### src/verilog/binarize_config.svh
`ifndef BINARIZE_CONFIG_SVH
`define BINARIZE_CONFIG_SVH

// Image geometry.
`define IMG_COLS 32
`define IMG_ROWS 24

// The adder tree is built for exactly 13 taps, so WIN is fixed.
`define WIN      13

// Pixels in one window.
`define WIN_AREA 169

`endif

### src/verilog/binarize_pkg.sv
`default_nettype none

`include "binarize_config.svh"

package binarize_pkg;

    // One grey-scale sample.
    typedef logic [7:0] pixel_t;

    // 13 pixels, max 3315.
    typedef logic [11:0] col_sum_t;

    // 169 pixels, max 43095.
    typedef logic [15:0] win_sum_t;

    // Scan position.
    typedef logic [$clog2(`IMG_COLS)-1:0] col_idx_t;
    typedef logic [$clog2(`IMG_ROWS)-1:0] row_idx_t;

endpackage

`default_nettype wire

### src/verilog/scan_ctrl.sv
`default_nettype none

`include "binarize_config.svh"

module scan_ctrl (
    input  wire                         clk,
    input  wire                         rst,
    input  wire                         i_pix_valid,
    output binarize_pkg::col_idx_t      o_col,
    output logic                        o_row_start,
    output logic                        o_sub_phase,
    output logic                        o_out_en
);

    localparam binarize_pkg::col_idx_t last_col = binarize_pkg::col_idx_t'(`IMG_COLS - 1);
    localparam binarize_pkg::row_idx_t last_row = binarize_pkg::row_idx_t'(`IMG_ROWS - 1);

    // First column and row where a full window is available.
    localparam binarize_pkg::col_idx_t full_col = binarize_pkg::col_idx_t'(`WIN - 1);
    localparam binarize_pkg::row_idx_t full_row = binarize_pkg::row_idx_t'(`WIN - 1);

    // The column leaving the window exists from here on.
    localparam binarize_pkg::col_idx_t sub_col = binarize_pkg::col_idx_t'(`WIN);

    binarize_pkg::col_idx_t col;
    binarize_pkg::row_idx_t row;

    logic at_last_col;
    logic at_last_row;

    assign at_last_col = (col == last_col);
    assign at_last_row = (row == last_row);

    // Position counters, advanced per accepted pixel.
    always_ff @(posedge clk) begin
        if (rst) begin
            col <= '0;
            row <= '0;
        end else if (i_pix_valid) begin
            if (at_last_col) begin
                col <= '0;
                row <= at_last_row ? '0 : row + 1'b1;  // Wraps into the next frame.
            end else begin
                col <= col + 1'b1;
            end
        end
    end

    // Phase flags of the accepted pixel, aligned with the tap register.
    always_ff @(posedge clk) begin
        if (rst) begin
            o_row_start <= 1'b0;
            o_sub_phase <= 1'b0;
            o_out_en    <= 1'b0;
        end else if (i_pix_valid) begin
            o_row_start <= (col == '0);
            o_sub_phase <= (col >= sub_col);
            o_out_en    <= (row >= full_row) && (col >= full_col);
        end
    end

    // Address for the line memories.
    assign o_col = col;

endmodule

`default_nettype wire

### src/verilog/line_buffer.sv
`default_nettype none

`include "binarize_config.svh"

module line_buffer (
    input  wire                                     clk,
    input  wire                                     rst,
    input  wire                                     i_pix_valid,
    input  wire binarize_pkg::pixel_t               i_pix,
    input  wire binarize_pkg::col_idx_t             i_col,
    output logic                                    o_tap_valid,
    output binarize_pkg::pixel_t [`WIN-1:0]         o_tap
);

    localparam int n_lines = `WIN - 1;

    // line_mem[k] holds the row that is k+1 rows above the incoming one.
    binarize_pkg::pixel_t line_mem [n_lines][`IMG_COLS];

    // Samples of the current column from all stored rows.
    binarize_pkg::pixel_t rd_pix [n_lines];

    always_comb begin
        for (int k = 0; k < n_lines; k++) begin
            rd_pix[k] = line_mem[k][i_col];
        end
    end

    // Vertical shift through the memories at the current column.
    always_ff @(posedge clk) begin
        if (i_pix_valid) begin
            line_mem[0][i_col] <= i_pix;
            for (int k = 1; k < n_lines; k++) begin
                line_mem[k][i_col] <= rd_pix[k-1];
            end
        end
    end

    // Tap register, tap 0 newest.
    always_ff @(posedge clk) begin
        if (i_pix_valid) begin
            o_tap[0] <= i_pix;
            for (int k = 0; k < n_lines; k++) begin
                o_tap[k+1] <= rd_pix[k];
            end
        end
    end

    always_ff @(posedge clk) begin
        if (rst) begin
            o_tap_valid <= 1'b0;
        end else begin
            o_tap_valid <= i_pix_valid;
        end
    end

endmodule

`default_nettype wire

### src/verilog/column_adder.sv
`default_nettype none

`include "binarize_config.svh"

module column_adder (
    input  wire                                     clk,
    input  wire                                     rst,
    input  wire                                     i_valid,
    input  wire binarize_pkg::pixel_t [`WIN-1:0]    i_tap,
    output logic                                    o_valid,
    output binarize_pkg::col_sum_t                  o_col_sum
);

    localparam int n_pairs = (`WIN - 1) / 2;  // 6 pairs, tap 12 left over.
    localparam int n_quads = n_pairs / 2;

    // Level 1: pairs.
    logic [8:0]           s1_pair [n_pairs];
    binarize_pkg::pixel_t s1_odd;
    logic                 s1_valid;

    // Level 2: quads.
    logic [9:0]           s2_quad [n_quads];
    binarize_pkg::pixel_t s2_odd;
    logic                 s2_valid;

    // Level 3: two partial sums.
    logic [10:0]          s3_low;
    logic [10:0]          s3_high;
    logic                 s3_valid;

    // Data stages run every cycle, the valid tag marks real columns.
    always_ff @(posedge clk) begin
        for (int k = 0; k < n_pairs; k++) begin
            s1_pair[k] <= {1'b0, i_tap[2*k]} + {1'b0, i_tap[2*k+1]};
        end
        s1_odd <= i_tap[`WIN-1];

        for (int k = 0; k < n_quads; k++) begin
            s2_quad[k] <= {1'b0, s1_pair[2*k]} + {1'b0, s1_pair[2*k+1]};
        end
        s2_odd <= s1_odd;  // Odd tap waits for the quads.

        s3_low  <= {1'b0, s2_quad[0]} + {1'b0, s2_quad[1]};
        s3_high <= {1'b0, s2_quad[2]} + {3'b000, s2_odd};

        o_col_sum <= {1'b0, s3_low} + {1'b0, s3_high};
    end

    always_ff @(posedge clk) begin
        if (rst) begin
            s1_valid <= 1'b0;
            s2_valid <= 1'b0;
            s3_valid <= 1'b0;
            o_valid  <= 1'b0;
        end else begin
            s1_valid <= i_valid;
            s2_valid <= s1_valid;
            s3_valid <= s2_valid;
            o_valid  <= s3_valid;
        end
    end

endmodule

`default_nettype wire

### src/verilog/window_accum.sv
`default_nettype none

`include "binarize_config.svh"

module window_accum (
    input  wire                             clk,
    input  wire                             rst,
    input  wire                             i_col_valid,
    input  wire binarize_pkg::col_sum_t     i_col_sum,
    input  wire                             i_tap_valid,
    input  wire binarize_pkg::pixel_t       i_center_tap,
    input  wire                             i_row_start,
    input  wire                             i_sub_phase,
    input  wire                             i_out_en,
    output logic                            o_out_valid,
    output binarize_pkg::win_sum_t          o_win_sum,
    output binarize_pkg::pixel_t            o_center,
    output logic                            o_bin
);

    localparam int tree_dly   = 4;               // Adder tree depth.
    localparam int center_dly = (`WIN - 1) / 2;  // Columns from right edge to centre.

    // Flags delayed to meet the column sum.
    logic [tree_dly-1:0] row_start_sr;
    logic [tree_dly-1:0] sub_phase_sr;
    logic [tree_dly-1:0] out_en_sr;

    // Column sums of the previous 13 columns, newest first.
    binarize_pkg::col_sum_t col_hist [`WIN];

    binarize_pkg::pixel_t center_dl   [center_dly];
    binarize_pkg::pixel_t center_pipe [tree_dly];

    binarize_pkg::win_sum_t col_term;
    binarize_pkg::win_sum_t old_term;
    binarize_pkg::win_sum_t win_next;

    binarize_pkg::win_sum_t win_sum;
    binarize_pkg::pixel_t   win_center;
    logic                   win_emit;
    binarize_pkg::win_sum_t center_scaled;

    always_ff @(posedge clk) begin
        if (rst) begin
            row_start_sr <= '0;
            sub_phase_sr <= '0;
            out_en_sr    <= '0;
        end else begin
            row_start_sr <= {row_start_sr[tree_dly-2:0], i_row_start};
            sub_phase_sr <= {sub_phase_sr[tree_dly-2:0], i_sub_phase};
            out_en_sr    <= {out_en_sr[tree_dly-2:0], i_out_en};
        end
    end

    always_ff @(posedge clk) begin
        if (i_col_valid) begin
            col_hist[0] <= i_col_sum;
            for (int k = 1; k < `WIN; k++) begin
                col_hist[k] <= col_hist[k-1];
            end
        end
    end

    // Centre of the window is six pixels back on the middle tap.
    always_ff @(posedge clk) begin
        if (i_tap_valid) begin
            center_dl[0] <= i_center_tap;
            for (int k = 1; k < center_dly; k++) begin
                center_dl[k] <= center_dl[k-1];
            end
        end
    end

    always_ff @(posedge clk) begin
        center_pipe[0] <= center_dl[center_dly-1];
        for (int k = 1; k < tree_dly; k++) begin
            center_pipe[k] <= center_pipe[k-1];
        end
    end

    always_comb begin
        col_term = binarize_pkg::win_sum_t'(i_col_sum);
        old_term = sub_phase_sr[tree_dly-1] ? binarize_pkg::win_sum_t'(col_hist[`WIN-1]) : '0;
        win_next = row_start_sr[tree_dly-1] ? col_term : win_sum + col_term - old_term;
    end

    always_ff @(posedge clk) begin
        if (rst) begin
            win_sum  <= '0;
            win_emit <= 1'b0;
        end else begin
            win_emit <= i_col_valid & out_en_sr[tree_dly-1];
            if (i_col_valid) begin
                win_sum <= win_next;
            end
        end
    end

    always_ff @(posedge clk) begin
        win_center <= center_pipe[tree_dly-1];
    end

    // Brighter than the local mean.
    assign center_scaled = binarize_pkg::win_sum_t'(win_center)
                         * binarize_pkg::win_sum_t'(`WIN_AREA);

    always_ff @(posedge clk) begin
        if (rst) begin
            o_out_valid <= 1'b0;
            o_win_sum   <= '0;
        end else begin
            o_out_valid <= win_emit;
            o_win_sum   <= win_sum;
        end
    end

    always_ff @(posedge clk) begin
        o_center <= win_center;
        o_bin    <= (center_scaled > win_sum);
    end

endmodule

`default_nettype wire

### src/verilog/adaptive_binarize_top.sv
`default_nettype none

`include "binarize_config.svh"

module adaptive_binarize_top (
    input  wire                             clk,
    input  wire                             rst,
    input  wire                             i_pix_valid,
    input  wire binarize_pkg::pixel_t       i_pix,
    output logic                            o_out_valid,
    output binarize_pkg::win_sum_t          o_win_sum,
    output binarize_pkg::pixel_t            o_center,
    output logic                            o_bin
);

    localparam int mid_tap = (`WIN - 1) / 2;

    binarize_pkg::col_idx_t             col;
    logic                               row_start;
    logic                               sub_phase;
    logic                               out_en;
    logic                               tap_valid;
    binarize_pkg::pixel_t [`WIN-1:0]    tap;
    logic                               col_valid;
    binarize_pkg::col_sum_t             col_sum;

    scan_ctrl u_scan_ctrl (
        .clk         (clk),
        .rst         (rst),
        .i_pix_valid (i_pix_valid),
        .o_col       (col),
        .o_row_start (row_start),
        .o_sub_phase (sub_phase),
        .o_out_en    (out_en)
    );

    line_buffer u_line_buffer (
        .clk         (clk),
        .rst         (rst),
        .i_pix_valid (i_pix_valid),
        .i_pix       (i_pix),
        .i_col       (col),
        .o_tap_valid (tap_valid),
        .o_tap       (tap)
    );

    column_adder u_column_adder (
        .clk       (clk),
        .rst       (rst),
        .i_valid   (tap_valid),
        .i_tap     (tap),
        .o_valid   (col_valid),
        .o_col_sum (col_sum)
    );

    window_accum u_window_accum (
        .clk          (clk),
        .rst          (rst),
        .i_col_valid  (col_valid),
        .i_col_sum    (col_sum),
        .i_tap_valid  (tap_valid),
        .i_center_tap (tap[mid_tap]),
        .i_row_start  (row_start),
        .i_sub_phase  (sub_phase),
        .i_out_en     (out_en),
        .o_out_valid  (o_out_valid),
        .o_win_sum    (o_win_sum),
        .o_center     (o_center),
        .o_bin        (o_bin)
    );

endmodule

`default_nettype wire

### config.mk
export PLATFORM = sky130hd
export DESIGN_NAME = adaptive_binarize_top
export DESIGN_NICKNAME = d
export VERILOG_FILES = /design/src/verilog/binarize_pkg.sv /design/src/verilog/scan_ctrl.sv /design/src/verilog/line_buffer.sv /design/src/verilog/column_adder.sv /design/src/verilog/window_accum.sv /design/src/verilog/adaptive_binarize_top.sv
export VERILOG_INCLUDE_DIRS = /design/src /design/src/verilog
export SDC_FILE = /design/constraint.sdc
export NUM_CORES = 2
export LEC_CHECK = 0
export ABC_AREA = 1
export BUFFER_PORTS_ARGS = -buffer_cell sky130_fd_sc_hd__buf_2
export CAP_MARGIN = 5
export CORE_UTILIZATION = 45
export CTS_BUF_LIST = sky130_fd_sc_hd__clkbuf_2 sky130_fd_sc_hd__clkbuf_4 sky130_fd_sc_hd__clkbuf_8
export DETAILED_ROUTE_END_ITERATION = 12
export SLEW_MARGIN = 40
export SYNTH_ARGS = -nofsm -noshare
export SYNTH_HDL_FRONTEND = slang
export SYNTH_SLANG_ARGS = --single-unit
### constraint.sdc
create_clock -name clk -period 6.4 [get_ports clk]
set_input_delay 0.64 -clock clk [delete_from_list [all_inputs] [get_ports clk]]
set_output_delay 0.64 -clock clk [all_outputs]
set_load 0.005 [all_outputs]
==> summary.txt <==
Outcome
  • Status: finished clean

Floorplan
  • # IOs: 37
  • Total die area: 324800 um^2
  • Chip height: 569.9 um
  • Num rows: 208
  • Die Wd: 569.9 um
  • Initial core utilization: 45.23%
  • Core area: 320900 um^2

Worst setup path
  • Type of origin of the critical path: flip-flop
  • Crit path DAT: 5.09 ns
  • Setup CP Type: flip-flop to flip-flop
  • Reg-to-reg slack, setup: 2.40 ns
  • Crit path required time: 7.49 ns
  • Critical path capture point type: flip-flop
  • Crit-path max FO: 4

Clocking
  • Clk root buf: clkbuf_8
  • CTS tree: yes
  • Worst-Skew Late Latency: 1.22 ns
  • Clk buf depth: 4
  • H-tree levels: 6
  • Cts bufs inserted: 594
  • Sink Count: 3627
  • Worst-path clk slew: 0.06 ns
  • Setup Buffers After CTS: 0

Pwr
  • Combinational share of power: 13.4%
  • Switching part of the total: 26.96%
  • Clk pwr share: 36.4%
  • Sequential power share: 50.3%
  • Pint: 40.60 mW
  • Power Density: 339.6 nW/um^2
  • Switching power: 14.98 mW
  • Static Leak: 59.52 nW
  • Peak VDD IR: 0.0002006 V

Timing
  • Setup TNS: 0 ns
  • Slew HR: 41.01%
  • Endpoints failing setup: 0
  • Unrepaired setup endpoints after global routing: no
  • Final Max Tran Viols: 0
  • Fin crit period: 3.999 ns
  • Final cycle utilization of the critical path: 62.49%
  • Skew final: 0.08418 ns
  • Hold Violations, Final: 0
  • Fmax: 250.0 MHz
  • Slew at the pin with the worst max-slew slack: 0.8849 ns

Synthesis
  • Synth warn: 0
  • Net Count, Synth: 12118
  • XOR/XNOR Fraction of Synth Area: 0.5612%
  • Largest family of logic cells by synthesized area: simple AND/OR/NAND/NOR gates
  • Unique masters post-synth: 43
  • FF+latch count, synth: 3627
  • Synth top area share: 69.92%
  • Mux share of post-synthesis cell area: 0%
  • Post-synthesis compound-gate area fraction: 8.129%
  • Area leader, netlist: edfxtp_1
  • Post-Synth Adder-Cell Area: 1.996%
  • Post-Synthesis Cells: 11894
  • Simple-gate share of the synthesized area: 12.52%
  • Post-Synthesis Cell Area: 145200 um^2
  • Most area-consuming cells after synthesis: edfxtp_1, nor2_1, nand2_1
  • Register area share after synthesis: 73.33%
  • Avg Cell Area, Syn: 12.20 um^2

Global routing
  • Initial antenna violation count: 6
  • Largest net degree at the start of global routing: 185
  • GRT Util Overall: 24.72%
  • First-pass GRT wire length: 596400 um
  • Vias in the first global route: 90430
  • Gr ovfl total: 0

Hold path
  • Worst hold path type: flip-flop to flip-flop

Final layout
  • Final net count: 12399
  • Area Overhead vs Synth: 12.77%
  • Core Util, Final: 51.01%
  • Commonest non-fill, non-tap cells in the layout: edfxtp_1, nor2_1, nand2_1
  • Commonest non-fill, non-tap cell in the layout: edfxtp_1
  • Share of layout cells above drive strength 1: 10.51%

Route
  • Final ANT Viol Nets: 0
  • DRC violations left: 0
  • Vias post-DR: 92731
  • Initial drt markers: 10940
  • Pre-antenna DRT Iters: 9
  • Routed len/inst: 24.14 um
  • Post-Route WL: 409100 um
  • Vias per inst: 5.472

Place
  • Routability Congestion: 0.8226
  • IO Port Bufs: 36
  • Post-DP HPWL: 198700 um

Flow run
  • Max cap viols: 0
==> worst paths after layout <==
kind                                       startpoint                                  endpoint  cells past startpoint
max reg2reg      u_window_accum.win_center[0]$_DFF_P_              u_window_accum.o_bin$_DFF_P_                     17
max              u_window_accum.win_center[0]$_DFF_P_              u_window_accum.o_bin$_DFF_P_                     17
min          u_window_accum.center_pipe[1][4]$_DFF_P_  u_window_accum.center_pipe[2][4]$_DFF_P_                      0
min reg2reg  u_window_accum.center_pipe[1][4]$_DFF_P_  u_window_accum.center_pipe[2][4]$_DFF_P_                      0
==> cell type report <==
cell class,instances,area (um^2)
inverters,555,2120
diodes,2,5.005
well taps,4305,5386
fillers,27403,157200
multi-input cells,7108,34120
repair buffers,289,3844
flip-flops and latches,3627,106500
clock buffers,825,10130
clock inverters,235,1633
==> cells by family after synthesis <==
group,after synthesis
adder cells (fa/ha/maj),213
AND/OR/NAND/NOR,4662
AO/OA/AOI/OAI,2140
flip-flops,3627
buffers and inverters,1159
XOR/XNOR,93
==> sequential cells by signal (all words and copies together) (netlist names), 12 cells and up <==
signal and count:
u_window_accum.o_win_sum 16, u_column_adder.s1_pair 54, u_window_accum.win_sum 16, u_column_adder.o_col_sum 12, u_window_accum.col_hist 156, u_line_buffer.o_tap 104, u_window_accum.center_dl 48, u_column_adder.s2_quad 30
u_window_accum.center_pipe 32, u_line_buffer.line_mem 3072
==> Yosys cell counts <==
master        n
nor2_1     2336
and3_1        2
nor3b_1       1
ha_1        182
a31oi_1       7
inv_4         1
buf_6        34
xnor2_1      39
nand2_1    1827
o211ai_1     16
nor3_1       14
nand4_1      24
nor4_1        2
clkinv_1      2
a21oi_1     126
a22oi_1       1
o31ai_1       1
a22o_1        1
a21boi_0      1
xor2_1       54
a221oi_1      2
a21o_1        8
buf_4        54
o21bai_1      7
nand3_1     453
dfxtp_1     247
o21ai_1     433
inv_2         2
inv_1       550
a32o_1        1
buf_1        33
and2_1        2
fa_1         31
a211oi_1      1
buf_2       178
o2111ai_1     2
o21ai_0    1146
edfxtp_1   3380
o22ai_1       1
a211o_1       1
nand3b_1      1
o21a_1      385
clkbuf_1    305
==> critical path: stages, from the launching register on <==
cell	delay, ns
dfxtp_1	0.34
ha_1	0.34
ha_1	0.30
fa_1	0.47
ha_1	0.31
ha_1	0.36
nand2_1	0.09
o21ai_0	0.37
nand3_1	0.14
nand2_1	0.12
xor2_1	0.18
inv_1	0.06
ha_1	0.26
nand2_1	0.04
nor2_1	0.12
nand4_1	0.12
nor4_1	0.20
a21oi_1	0.07
==> power by group through the flow <==
stage	sequential, mW	combinational (mW)	clock (mW)
floorplan	28.2	4.98	0
finish	27.9	7.43	20.2
detailed placement	28.4	7.36	0
global route	28.0	8.28	21.5
CTS	27.9	7.40	20.6
global placement	28.5	7.19	0
==> stage by stage <==
stage                     std cells  power, mW  setup WS [ns]  instance area (um^2)  hold WS, ns
after global placement        15832      35.64          2.067                150700       0.3110
after CTS                     16940      55.89          2.305                163600       0.3229
after floorplan               11894      33.19         0.3206                145200       0.3096
final                         16946      55.58          2.401                163700       0.3227
after global routing          16945      57.79          2.025                163700       0.3290
after detailed placement      15870      35.78          2.310                151700       0.3121
==> routing by layer <==
layer,wire (um),global-route usage [%]
met2,194900,41.07
met3,30650,3.277
met5,17,0
met4,11550,7.688
met1,172000,33.79
==> repair_timing <==
action / 4_1_cts / 5_1_grt
gates resized for setup: 0 / 0
hold buffers: 10 / 0
endpoints found under the hold margin: 315 / 0
setup endpoints to repair: 0 / 0
No activity file was read; power rests on OpenSTA's default activity.
